## src/common/rv_pkg.sv

```systemverilog
`default_nettype none

package rv_pkg;

	// one data or instruction word
	typedef logic [31:0] xlen_t;

	// register index
	typedef logic [4:0] reg_addr_t;

	// minor operation field
	typedef logic [2:0] funct3_t;

	// byte lanes of one memory access
	typedef logic [3:0] byte_en_t;

	// major opcodes handled by this core
	typedef enum logic [6:0] {
		OPC_OP     = 7'b0110011,
		OPC_OP_IMM = 7'b0010011,
		OPC_LOAD   = 7'b0000011,
		OPC_STORE  = 7'b0100011,
		OPC_LUI    = 7'b0110111,
		OPC_AUIPC  = 7'b0010111
	} opcode_e;

	// alu funct3 codes, shared by register and immediate forms
	localparam funct3_t F3_ADD  = 3'b000;
	localparam funct3_t F3_SLL  = 3'b001;
	localparam funct3_t F3_SLT  = 3'b010;
	localparam funct3_t F3_SLTU = 3'b011;
	localparam funct3_t F3_XOR  = 3'b100;
	localparam funct3_t F3_SR   = 3'b101;
	localparam funct3_t F3_OR   = 3'b110;
	localparam funct3_t F3_AND  = 3'b111;

	// load widths
	localparam funct3_t F3_LB  = 3'b000;
	localparam funct3_t F3_LH  = 3'b001;
	localparam funct3_t F3_LW  = 3'b010;
	localparam funct3_t F3_LBU = 3'b100;
	localparam funct3_t F3_LHU = 3'b101;

	// store widths
	localparam funct3_t F3_SB = 3'b000;
	localparam funct3_t F3_SH = 3'b001;
	localparam funct3_t F3_SW = 3'b010;

	// bit of funct7 that selects sub and sra/srai
	localparam int F7_ALT = 5;

	// pc step
	localparam xlen_t INSTR_BYTES = 32'd4;

endpackage

`default_nettype wire
```

## src/logic/rv_core_top.sv

```systemverilog
`timescale 1ns/1ns
`default_nettype none

module rv_core_top
	import rv_pkg::*;
#(
	parameter xlen_t RESET_PC = 32'h0000_0000,
	parameter int    NUM_REGS = 32
)(
	input  wire        clk,
	input  wire        reset,
	output xlen_t      o_pc_addr,
	output logic       o_pc_rd,
	output byte_en_t   o_pc_byte_en,
	input  wire xlen_t i_pc_rddata,
	output xlen_t      o_ldst_addr,
	output logic       o_ldst_rd,
	output logic       o_ldst_wr,
	output xlen_t      o_ldst_wrdata,
	output byte_en_t   o_ldst_byte_en,
	input  wire xlen_t i_ldst_rddata,
	output xlen_t      o_tb_regs [NUM_REGS]
);

	logic      fetch_valid;
	xlen_t     fetch_pc;

	logic      dec_valid;
	opcode_e   dec_opcode;
	funct3_t   dec_funct3;
	logic      dec_alt;
	reg_addr_t dec_rs1;
	reg_addr_t dec_rs2;
	reg_addr_t dec_rd;
	xlen_t     dec_imm;
	xlen_t     dec_pc;

	xlen_t     rs1_data;
	xlen_t     rs2_data;

	logic      alu_valid;
	reg_addr_t alu_rd;
	xlen_t     alu_result;

	logic      load_valid;
	reg_addr_t load_rd;
	funct3_t   load_funct3;

	logic      wr_en;
	reg_addr_t wr_addr;
	xlen_t     wr_data;

	// instruction fetches are always full words
	assign o_pc_byte_en = '1;

	fetch_unit #(
		.RESET_PC(RESET_PC)
	) u_fetch (
		.clk(clk), .reset(reset),
		.o_pc_addr(o_pc_addr), .o_pc_rd(o_pc_rd),
		.o_fetch_valid(fetch_valid), .o_fetch_pc(fetch_pc)
	);

	decode_unit u_decode (
		.clk(clk), .reset(reset),
		.i_fetch_valid(fetch_valid), .i_fetch_pc(fetch_pc), .i_instr(i_pc_rddata),
		.o_dec_valid(dec_valid), .o_opcode(dec_opcode), .o_funct3(dec_funct3),
		.o_alt(dec_alt), .o_rs1(dec_rs1), .o_rs2(dec_rs2), .o_rd(dec_rd),
		.o_imm(dec_imm), .o_pc(dec_pc)
	);

	reg_file #(
		.NUM_REGS(NUM_REGS)
	) u_regs (
		.clk(clk), .reset(reset),
		.i_rs1(dec_rs1), .i_rs2(dec_rs2),
		.i_wr_en(wr_en), .i_wr_addr(wr_addr), .i_wr_data(wr_data),
		.o_rs1_data(rs1_data), .o_rs2_data(rs2_data), .o_regs(o_tb_regs)
	);

	alu_unit u_alu (
		.clk(clk), .reset(reset),
		.i_dec_valid(dec_valid), .i_opcode(dec_opcode), .i_funct3(dec_funct3),
		.i_alt(dec_alt), .i_rd(dec_rd), .i_imm(dec_imm), .i_pc(dec_pc),
		.i_rs1_data(rs1_data), .i_rs2_data(rs2_data),
		.o_alu_valid(alu_valid), .o_alu_rd(alu_rd), .o_alu_result(alu_result)
	);

	lsu_unit u_lsu (
		.clk(clk), .reset(reset),
		.i_dec_valid(dec_valid), .i_opcode(dec_opcode), .i_funct3(dec_funct3),
		.i_rd(dec_rd), .i_imm(dec_imm),
		.i_rs1_data(rs1_data), .i_rs2_data(rs2_data),
		.o_ldst_addr(o_ldst_addr), .o_ldst_rd(o_ldst_rd), .o_ldst_wr(o_ldst_wr),
		.o_ldst_wrdata(o_ldst_wrdata), .o_ldst_byte_en(o_ldst_byte_en),
		.o_load_valid(load_valid), .o_load_rd(load_rd), .o_load_funct3(load_funct3)
	);

	writeback_unit u_writeback (
		.i_alu_valid(alu_valid), .i_alu_rd(alu_rd), .i_alu_result(alu_result),
		.i_load_valid(load_valid), .i_load_rd(load_rd), .i_load_funct3(load_funct3),
		.i_ldst_rddata(i_ldst_rddata),
		.o_wr_en(wr_en), .o_wr_addr(wr_addr), .o_wr_data(wr_data)
	);

endmodule

`default_nettype wire

```

## src/logic/writeback_unit.sv

```systemverilog
`timescale 1ns/1ns
`default_nettype none

module writeback_unit
	import rv_pkg::*;
(
	input  wire            i_alu_valid,
	input  wire reg_addr_t i_alu_rd,
	input  wire xlen_t     i_alu_result,
	input  wire            i_load_valid,
	input  wire reg_addr_t i_load_rd,
	input  wire funct3_t   i_load_funct3,
	input  wire xlen_t     i_ldst_rddata,
	output logic           o_wr_en,
	output reg_addr_t      o_wr_addr,
	output xlen_t          o_wr_data
);

	xlen_t load_value;

	// load data comes back in the low lanes
	always_comb begin
		case (i_load_funct3)
			F3_LB:   load_value = {{24{i_ldst_rddata[7]}}, i_ldst_rddata[7:0]};
			F3_LH:   load_value = {{16{i_ldst_rddata[15]}}, i_ldst_rddata[15:0]};
			F3_LW:   load_value = i_ldst_rddata;
			F3_LBU:  load_value = {24'b0, i_ldst_rddata[7:0]};
			F3_LHU:  load_value = {16'b0, i_ldst_rddata[15:0]};
			default: load_value = i_ldst_rddata;
		endcase
	end

	// only one of the two can be valid in a slot
	always_comb begin
		if (i_load_valid) begin
			o_wr_addr = i_load_rd;
			o_wr_data = load_value;
		end else begin
			o_wr_addr = i_alu_rd;
			o_wr_data = i_alu_result;
		end
		o_wr_en = (i_load_valid || i_alu_valid) && (o_wr_addr != '0);
	end

endmodule

`default_nettype wire

```

## src/execute/lsu_unit.sv

```systemverilog
`timescale 1ns/1ns
`default_nettype none

module lsu_unit
	import rv_pkg::*;
(
	input  wire            clk,
	input  wire            reset,
	input  wire            i_dec_valid,
	input  wire opcode_e   i_opcode,
	input  wire funct3_t   i_funct3,
	input  wire reg_addr_t i_rd,
	input  wire xlen_t     i_imm,
	input  wire xlen_t     i_rs1_data,
	input  wire xlen_t     i_rs2_data,
	output xlen_t          o_ldst_addr,
	output logic           o_ldst_rd,
	output logic           o_ldst_wr,
	output xlen_t          o_ldst_wrdata,
	output byte_en_t       o_ldst_byte_en,
	output logic           o_load_valid,
	output reg_addr_t      o_load_rd,
	output funct3_t        o_load_funct3
);

	assign o_ldst_addr = i_rs1_data + i_imm;
	assign o_ldst_rd = i_dec_valid && (i_opcode == OPC_LOAD);
	assign o_ldst_wr = i_dec_valid && (i_opcode == OPC_STORE);

	// low two funct3 bits give the width for loads and stores alike
	always_comb begin
		case (i_funct3[1:0])
			F3_SB[1:0]: begin
				o_ldst_byte_en = 4'b0001;
				o_ldst_wrdata = {24'b0, i_rs2_data[7:0]};
			end
			F3_SH[1:0]: begin
				o_ldst_byte_en = 4'b0011;
				o_ldst_wrdata = {16'b0, i_rs2_data[15:0]};
			end
			F3_SW[1:0]: begin
				o_ldst_byte_en = 4'b1111;
				o_ldst_wrdata = i_rs2_data;
			end
			default: begin
				o_ldst_byte_en = 4'b1111;
				o_ldst_wrdata = i_rs2_data;
			end
		endcase
	end

	// load tag lines up with read data next cycle
	always_ff @(posedge clk) begin
		if (reset) begin
			o_load_valid <= 1'b0;
		end else begin
			o_load_valid <= o_ldst_rd;
		end
	end

	always_ff @(posedge clk) begin
		o_load_rd <= i_rd;
		o_load_funct3 <= i_funct3;
	end

endmodule

`default_nettype wire

```

## src/execute/alu_unit.sv

```systemverilog
`timescale 1ns/1ns
`default_nettype none

module alu_unit
	import rv_pkg::*;
(
	input  wire            clk,
	input  wire            reset,
	input  wire            i_dec_valid,
	input  wire opcode_e   i_opcode,
	input  wire funct3_t   i_funct3,
	input  wire            i_alt,
	input  wire reg_addr_t i_rd,
	input  wire xlen_t     i_imm,
	input  wire xlen_t     i_pc,
	input  wire xlen_t     i_rs1_data,
	input  wire xlen_t     i_rs2_data,
	output logic           o_alu_valid,
	output reg_addr_t      o_alu_rd,
	output xlen_t          o_alu_result
);

	logic       is_reg_op;
	logic       claims;
	xlen_t      op_b;
	logic [4:0] shamt;
	xlen_t      result;

	assign is_reg_op = (i_opcode == OPC_OP);
	assign op_b = is_reg_op ? i_rs2_data : i_imm;
	assign shamt = op_b[4:0];

	assign claims = (i_opcode == OPC_OP) || (i_opcode == OPC_OP_IMM) ||
		(i_opcode == OPC_LUI) || (i_opcode == OPC_AUIPC);

	always_comb begin
		result = '0;
		if (i_opcode == OPC_LUI) begin
			result = i_imm;
		end else if (i_opcode == OPC_AUIPC) begin
			result = i_pc + i_imm;
		end else begin
			case (i_funct3)
				F3_ADD: begin
					// the alt bit is an immediate bit for addi
					if (is_reg_op && i_alt) begin
						result = i_rs1_data - op_b;
					end else begin
						result = i_rs1_data + op_b;
					end
				end
				F3_SLL:  result = i_rs1_data << shamt;
				F3_SLT:  result = {31'b0, $signed(i_rs1_data) < $signed(op_b)};
				F3_SLTU: result = {31'b0, i_rs1_data < op_b};
				F3_XOR:  result = i_rs1_data ^ op_b;
				F3_SR: begin
					if (i_alt) begin
						result = $signed(i_rs1_data) >>> shamt;
					end else begin
						result = i_rs1_data >> shamt;
					end
				end
				F3_OR:   result = i_rs1_data | op_b;
				default: result = i_rs1_data & op_b;
			endcase
		end
	end

	always_ff @(posedge clk) begin
		if (reset) begin
			o_alu_valid <= 1'b0;
		end else begin
			o_alu_valid <= i_dec_valid & claims;
		end
	end

	always_ff @(posedge clk) begin
		o_alu_rd <= i_rd;
		o_alu_result <= result;
	end

endmodule

`default_nettype wire

```

## src/logic/reg_file.sv

```systemverilog
`timescale 1ns/1ns
`default_nettype none

module reg_file
	import rv_pkg::*;
#(
	parameter int NUM_REGS = 32
)(
	input  wire            clk,
	input  wire            reset,
	input  wire reg_addr_t i_rs1,
	input  wire reg_addr_t i_rs2,
	input  wire            i_wr_en,
	input  wire reg_addr_t i_wr_addr,
	input  wire xlen_t     i_wr_data,
	output xlen_t          o_rs1_data,
	output xlen_t          o_rs2_data,
	output xlen_t          o_regs [NUM_REGS]
);

	xlen_t regs [NUM_REGS];

	// x0 and indices past the implemented set read zero
	function automatic xlen_t read_port(input reg_addr_t addr);
		xlen_t data;
		data = '0;
		if (addr != '0 && 32'(addr) < NUM_REGS) begin
			if (i_wr_en && addr == i_wr_addr) begin
				// same-cycle write goes straight through
				data = i_wr_data;
			end else begin
				data = regs[addr];
			end
		end
		return data;
	endfunction

	always_comb begin
		o_rs1_data = read_port(i_rs1);
		o_rs2_data = read_port(i_rs2);
	end

	assign o_regs = regs;

	always_ff @(posedge clk) begin
		if (reset) begin
			for (int i = 0; i < NUM_REGS; i++) begin
				regs[i] <= '0;
			end
		end else if (i_wr_en && i_wr_addr != '0 && 32'(i_wr_addr) < NUM_REGS) begin
			regs[i_wr_addr] <= i_wr_data;
		end
	end

endmodule

`default_nettype wire

```

## src/logic/decode_unit.sv

```systemverilog
`timescale 1ns/1ns
`default_nettype none

module decode_unit
	import rv_pkg::*;
(
	input  wire        clk,
	input  wire        reset,
	input  wire        i_fetch_valid,
	input  wire xlen_t i_fetch_pc,
	input  wire xlen_t i_instr,
	output logic       o_dec_valid,
	output opcode_e    o_opcode,
	output funct3_t    o_funct3,
	output logic       o_alt,
	output reg_addr_t  o_rs1,
	output reg_addr_t  o_rs2,
	output reg_addr_t  o_rd,
	output xlen_t      o_imm,
	output xlen_t      o_pc
);

	logic [6:0] funct7;
	logic       known_op;
	xlen_t      imm;

	assign funct7 = i_instr[31:25];

	// immediate format follows the major opcode
	always_comb begin
		known_op = 1'b1;
		imm = '0;
		case (i_instr[6:0])
			OPC_OP: begin
				imm = '0;
			end
			OPC_OP_IMM, OPC_LOAD: begin
				imm = {{20{i_instr[31]}}, i_instr[31:20]};
			end
			OPC_STORE: begin
				imm = {{20{i_instr[31]}}, i_instr[31:25], i_instr[11:7]};
			end
			OPC_LUI, OPC_AUIPC: begin
				imm = {i_instr[31:12], 12'b0};
			end
			default: begin
				// branches, jumps and system ops become bubbles
				known_op = 1'b0;
			end
		endcase
	end

	always_ff @(posedge clk) begin
		if (reset) begin
			o_dec_valid <= 1'b0;
		end else begin
			o_dec_valid <= i_fetch_valid & known_op;
		end
	end

	// decoded fields for execute
	always_ff @(posedge clk) begin
		o_opcode <= opcode_e'(i_instr[6:0]);
		o_funct3 <= i_instr[14:12];
		o_alt <= funct7[F7_ALT];
		o_rs1 <= i_instr[19:15];
		o_rs2 <= i_instr[24:20];
		o_rd <= i_instr[11:7];
		o_imm <= imm;
		o_pc <= i_fetch_pc;
	end

endmodule

`default_nettype wire

```

## src/logic/fetch_unit.sv

```systemverilog
`timescale 1ns/1ns
`default_nettype none

module fetch_unit
	import rv_pkg::*;
#(
	parameter xlen_t RESET_PC = 32'h0000_0000
)(
	input  wire        clk,
	input  wire        reset,
	output xlen_t      o_pc_addr,
	output logic       o_pc_rd,
	output logic       o_fetch_valid,
	output xlen_t      o_fetch_pc
);

	xlen_t pc_q;

	assign o_pc_addr = pc_q;

	// strobe starts one cycle out of reset, pc steps with every fetch
	always_ff @(posedge clk) begin
		if (reset) begin
			pc_q <= RESET_PC;
			o_pc_rd <= 1'b0;
			o_fetch_valid <= 1'b0;
		end else begin
			o_pc_rd <= 1'b1;
			o_fetch_valid <= o_pc_rd;
			if (o_pc_rd) begin
				pc_q <= pc_q + INSTR_BYTES;
			end
		end
	end

	// pc of the word arriving on the instruction port
	always_ff @(posedge clk) begin
		o_fetch_pc <= pc_q;
	end

endmodule

`default_nettype wire

```

## config.mk

```make
export PLATFORM = sky130hd
export DESIGN_NAME = rv_core_top
export DESIGN_NICKNAME = d
export VERILOG_FILES = /design/src/common/rv_pkg.sv /design/src/logic/rv_core_top.sv /design/src/logic/writeback_unit.sv /design/src/execute/lsu_unit.sv /design/src/execute/alu_unit.sv /design/src/logic/reg_file.sv /design/src/logic/decode_unit.sv /design/src/logic/fetch_unit.sv
export SDC_FILE = /design/constraint.sdc
export NUM_CORES = 2
export LEC_CHECK = 0
export BUFFER_PORTS_ARGS = -buffer_cell sky130_fd_sc_hd__buf_2
export CORE_MARGIN = 2
export CORE_UTILIZATION = 30
export DETAILED_ROUTE_END_ITERATION = 12
export GPL_TIMING_DRIVEN = 0
export PLACE_DENSITY = 0.58
export SLEW_MARGIN = 15
export SYNTH_ARGS = -nofsm -noshare
export SYNTH_HDL_FRONTEND = slang
export SYNTH_SLANG_ARGS = --single-unit
```

## constraint.sdc

```tcl
create_clock -name clk -period 9.1 [get_ports clk]
set_input_delay 0.91 -clock clk [delete_from_list [all_inputs] [get_ports clk]]
set_output_delay 0.91 -clock clk [all_outputs]
set_load 0.01 [all_outputs]
```

---- Word-level counts from Yosys, hierarchy flattened ----
Cells that the tools add are included.
word-level totals
  flip-flop bits (word level) ............. 1,223
  input bits .............................. 66
  output and inout port bits .............. 1,131
  logic and storage cells ................. 143
cells by class
  add/sub/neg operators ................... 5
  magnitude comparators ................... 6
  eq/ne operators ......................... 24
  shifts and indexed selects .............. 3
  multiplexer cells ....................... 26
  bitwise operators ....................... 8
  reductions and logical operators ........ 21
operators with widths
  operator               number
  $bwmux 1024            1
  $mux 32                15
  $bmux 32 s5            2
  $pmux 32 s7            1
  $demux 32 s5           1
  $pmux 32 s4            1
  $add 32x32->32         3
  $pmux 32 s3            1
  $lt 32x32->1           2
  $pmux 32 s2            1
  $eq 7x6->1 const B     6
  $add 32x3->32 const B  1
  $and 32x32->32         1
  $or 32x32->32          1
  $shl 32x5->32          1
  $shr 32x5->32          1
  $sshr 32x5->32         1
  $sub 32x32->32         1
  $xor 32x32->32         1
  $eq 7x5->1 const B     4
  $ge 6x6->1 const B     3
  $not 5->6              3
  $eq 3x3->1 const B     5
  $reduce_bool 5->1      3
  15 further kinds       33

---- Longest topological paths before layout ----
  depth after elaboration ................. 12
  depth in mapped cells ................... 29

---- Hierarchy ----
Synthesis repeated with hierarchy kept, for this count alone.
second synthesis, totals
  cell total of the unflattened synthesis .. 8,665
  area total of the unflattened synthesis .. 71,185.8 µm²
modules (own cells, without submodules)
  module          instances  cells an instance  area an instance (µm²)
  reg_file        1          6,043              52,071.2
  alu_unit        1          1,870              12,021.5
  decode_unit     1          146                2,218.4
  lsu_unit        1          292                2,160.8
  fetch_unit      1          200                2,063.2
  writeback_unit  1          109                616.8
  rv_core_top     1          5                  33.8

---- Least setup slack after synthesis ----
No wires, ideal clock.
  kind .................................... reg-to-reg
  start ................................... register u_decode.o_rs2[0]
  end ..................................... register u_alu.o_alu_result[26]
  library setup time ...................... 0.120 ns
  arrival time ............................ 5.981 ns
  data required time ...................... 8.980 ns
  setup slack ............................. 2.999 ns
  stages on the path, launching flop included .. 26
  period minus slack after synthesis ...... 6.101 ns
  path through ............................ dfxtp_1 -> buf_6 -> buf_12 -> buf_6 -> buf_4 -> buf_2 -> buf_1 -> buf_2 -> mux4_2 -> mux4_2 -> a211oi_1 -> a211oi_1 -> mux2i_1 -> inv_1 -> ha_1 -> or2_2 -> a2111oi_0 -> o211ai_1 -> a31oi_1 -> o31ai_1 -> a211o_1 -> a21oi_1 -> a21oi_1 -> xnor2_1 -> nor2_1 -> o31a_1
between the ends
  cells in the longest elaborated chain, start to end .. 12
  elaborated cells between the ends (all ways) .. 23
  those cells by class .................... add/sub: 2; eq/ne: 1; shift: 3; mux: 11; bitwise: 4; reduce/logical: 2
RTL lines
  item                                          RTL line                        RTL
  start, declared                               decode_unit.sv:17               output reg_addr_t o_rs2,
  start signal, assigned                        decode_unit.sv:67               o_rs2 <= i_instr[24:20];
  $not 5->6 (implied by the code)               reg_file.sv:32                  data = regs[addr];
  $bmux 32 s5                                   reg_file.sv:32
  $mux 32 (implied by the code) (2 in series)   reg_file.sv:32
  $mux 32                                       reg_file.sv:28                  if (i_wr_en && addr == i_wr_addr) begin
  $mux 32 (*)                                   reg_file.sv:27                  if (addr != '0 && 32'(addr) < NUM_REGS) begin
  $mux 32 (*)                                   alu_unit.sv:30                  assign op_b = is_reg_op ? i_rs2_data : i_imm;
  $add 32x32->32, or another cell as far along  alu_unit.sv:49                  result = i_rs1_data + op_b;
  $mux 32 (on tied branches)                    alu_unit.sv:46, alu_unit.sv:57
  $pmux 32 s7 (*)                               alu_unit.sv:43                  case (i_funct3)
  $mux 32 (*)                                   alu_unit.sv:40                  end else if (i_opcode == OPC_AUIPC) begin
  $mux 32 (*)                                   alu_unit.sv:38                  if (i_opcode == OPC_LUI) begin
  net u_alu.result[26]                          alu_unit.sv:27                  xlen_t result;
  end signal, assigned                          alu_unit.sv:79                  o_alu_result <= result;
  end, declared                                 alu_unit.sv:20                  output xlen_t o_alu_result
The timed path passes the listed nets; every way through them passes the cells marked *. The select of a mux whose other input is x is not followed.
A chain may end at the register's enable or synchronous reset.

---- Worst setup path after layout ----
  start ................................... register u_decode.o_rs2[1]
  end ..................................... register u_alu.o_alu_result[27]
Same word-level chain as after synthesis.

==> metrics.txt <==
ANT nets after route 0; number of DRC markers in iteration 0 approximately 13000; CTS Buffer Depth 3; worst slew pin tran 1.43 ns; WP data arrival 10.00 ns; routability cong. approximately 1.1; Crit Path Category reg -> reg; worst stage delay on the critical path 0.60 ns; Yosys top cell by area dfxtp_1; clk_skew a little under 0.08 ns; final period utilization 1.03; dpl cell area around 80000 um2; Peak supply drop roughly 130 uV; Top FF cell, synth dfxtp_1; Final Hold Fails 0; internal power around 9400 uW; H-tree levels 4; I/O Pins between 1000 and 1500; PnR Total Power roughly 14000 uW; clock latency on the worst-skew pair ~0.9 ns; Die X-Extent 487 um; largest net degree at the start of global routing 20; CTS buffer count ~150; Clock Tree Root clkbuf_16; Core ar. roughly 230000 um2; Via density about 6.6; fin crit period 9.33 ns; placed cell count between 10000 and 15000; Comb pwr share 0.139; YS warnings 0; synthesized area 69900 um2; failing checks negative setup slack; GR Overflow Total 0; most frequent cell on the critical path a211oi_2; Worst Path Buf+Inv 6; DRC violations left 0; power per cell area 160 nW/um2; DP HPWL roughly 480000 um; Area Growth Syn to Fin 23.2%; P_leak about 0.034 uW; delay-heaviest family, CP compound AO/OA/AOI/OAI gates; Yosys top cell area share 0.349; endpoints failing setup 9; # clock sinks around 1200; via count of the routed design approximately 80000; global-route wire length before repair ~750000 um; RSZ-0062 raised after global routing no; Max Freq 0.107 GHz; wirelength, routed 590000 um; most used standard cell by instance count after synthesis nor2_1; worst path required time a little under 10 ns; Switch Pwr 4330 uW; ys async rst share 0; Crit-path slowest cell o41ai_2; Post-synth EDFFs 0; Slew Limit Fails 0; post-route cell area around 86000 um2; startpoint types flop; CP max FO 10; hold slack roughly 0.17 ns; CTS tree built; Avg Inst Size Synth 9.02 um2; Fillers between 20000 and 25000; sequential area share after synthesis 0.349; die area roughly 240000 um2; part of the power in registers 0.392; Die Y-Extent around 490 um; Synth area leaders dfxtp_1 35%, mux4_2 15%, a211oi_1 8.7%; vias in the first global route 73900; slew margin rel. 0.0450; Sw Share 0.315; Max Cap Viol 0; commonest cells in the netlist 1575 x nor2_1, 1217 x dfxtp_1, 805 x a211oi_1; antenna violations before repair 46; critical-path cell list buf_2 > buf_2 > clkbuf_4 > buf_4 > clkdlybuf4s15_2 > clkbuf_4 > mux4_2 > mux4_2 > a211oi_2 > a211oi_2 > mux2i_2 > ha_1 > a21oi_1 > o31ai_1 > a311oi_2 > o41ai_2 > a221oi_1 > or3_1 > a31o_2 > mux2i_1 > xnor2_1 > a211oi_2 > a211oi_1; # nets final 9342; starting density of the core 0.301; status finished, violations left; non-filler cells, final 12300; Row Count approximately 180; Mapped Cells approximately 7700; synth unique cells 94; clock transition at the registers of the reported paths ~0.06 ns; Hold Crit Class in -> reg; Worst Slack Setup Final -0.232 ns; DRT Pass-1 Iters 6; CP Capture Type flop; clock share of power 0.469; FF+latch count, synth ~1200; I/O Buffers 1188; Total GRT Usage 0.478; routed len/inst between 40 and 50 um; layout cells sized above 1 0.253
[stage by stage]
step,TNS (ns),setup slack (ns),util
detailed placement,-43.77,-2.41,0.346
global route,0,0.00679,0.370
global placement,-70.13,-3.42,0.343
CTS,0,0.0130,0.369
finish,-1.03,-0.232,0.371
floorplan,0,3.00,-
[registers in the layout, indices dropped and copies added (netlist names), 3 cells and up]
register / count
u_decode.o_opcode: 7
u_regs.o_regs: 1024
u_fetch.o_fetch_pc: 30
u_decode.o_pc: 30
u_decode.o_imm: 32
u_decode.o_rs2: 5
u_decode.o_funct3: 3
u_decode.o_rd: 5
u_lsu.o_load_funct3: 3
u_fetch.o_pc_addr: 30
u_lsu.o_load_rd: 5
u_decode.o_rs1: 5
u_alu.o_alu_result: 32
[repair_timing]
action,in CTS,in global routing
gates resized for setup,80,49
hold buffers,0,0
pin swaps,1,2
endpoints found under the setup margin,40,16
buffers inserted,0,4
[layer usage]
layer	track usage	share of wire	vias to the layer above
li1	-	-	31200
met1	0.566	0.36	40900
met2	0.665	0.40	7518
met3	0.184	0.13	1987
met4	0.427	0.11	30
met5	0.00449	0.00058	-
[power groups by stage]
stage / Clock, uW / Combinational (uW) / Sequential, uW
final: 6440 / 1910 / 5390
after global routing: 6580 / 1870 / 5380
after CTS: 6380 / 1780 / 5380
after detailed placement: 0 / 1770 / 5500
after global placement: 0 / 1740 / 5500
after floorplan: 0 / 818 / 5480
[cells by family after synthesis]
family          count (synthesis)  synth area share
compound gates               2048             0.198
xor+xnor                       99            0.0124
fa+ha+maj                     162            0.0294
buf+inv                       883            0.0545
flops                        1217             0.349
mux                           841             0.206
other cells                     2          0.000107
simple gates                 2490             0.150
[layout by cell type, fill, tap and decap left out, types with 48 or more instances in the layout]
| cell | n |
|---|---|
| buf_2 | 1277 |
| nor2b_1 | 89 |
| mux2i_1 | 304 |
| o21ai_0 | 187 |
| nand2b_1 | 62 |
| nor3_1 | 82 |
| xnor2_1 | 51 |
| buf_4 | 61 |
| a22oi_1 | 104 |
| dfxtp_1 | 1214 |
| clkbuf_16 | 145 |
| xor2_1 | 48 |
| nand2_1 | 405 |
| and3_1 | 50 |
| ha_1 | 158 |
| a21oi_1 | 505 |
| clkbuf_1 | 526 |
| mux4_2 | 473 |
| a21o_1 | 57 |
| a211oi_1 | 782 |
| nor2_1 | 1572 |
| inv_1 | 112 |
| nand3_1 | 73 |
[layout make-up]
class,instances,area (um2),area share
buffer,757,3530,0.0410
tap,3043,3810,0.0442
antenna,36,90.1,0.00105
inverter,122,458,0.00532
sequential,1217,24400,0.283
timing repair buffer,1224,6460,0.0750
multi-input combinational,5647,42200,0.491
clock inverter,65,1030,0.0120
clock buffer,196,4090,0.0475
[final timing paths]
path	cells after the start	slack, ns	to	from
worst min-delay path	1	0.17	u_decode.o_opcode[3]$_DFF_P_	i_pc_rddata[3]
worst max register to register	23	-0.23	u_alu.o_alu_result[27]$_DFF_P_	u_decode.o_rs2[1]$_DFF_P_
worst min register to register	0	0.32	u_decode.o_pc[3]$_DFF_P_	u_fetch.o_fetch_pc[3]$_DFF_P_
worst max-delay path	23	-0.23	u_alu.o_alu_result[27]$_DFF_P_	u_decode.o_rs2[1]$_DFF_P_
No activity file was read; power rests on OpenSTA's default activity.
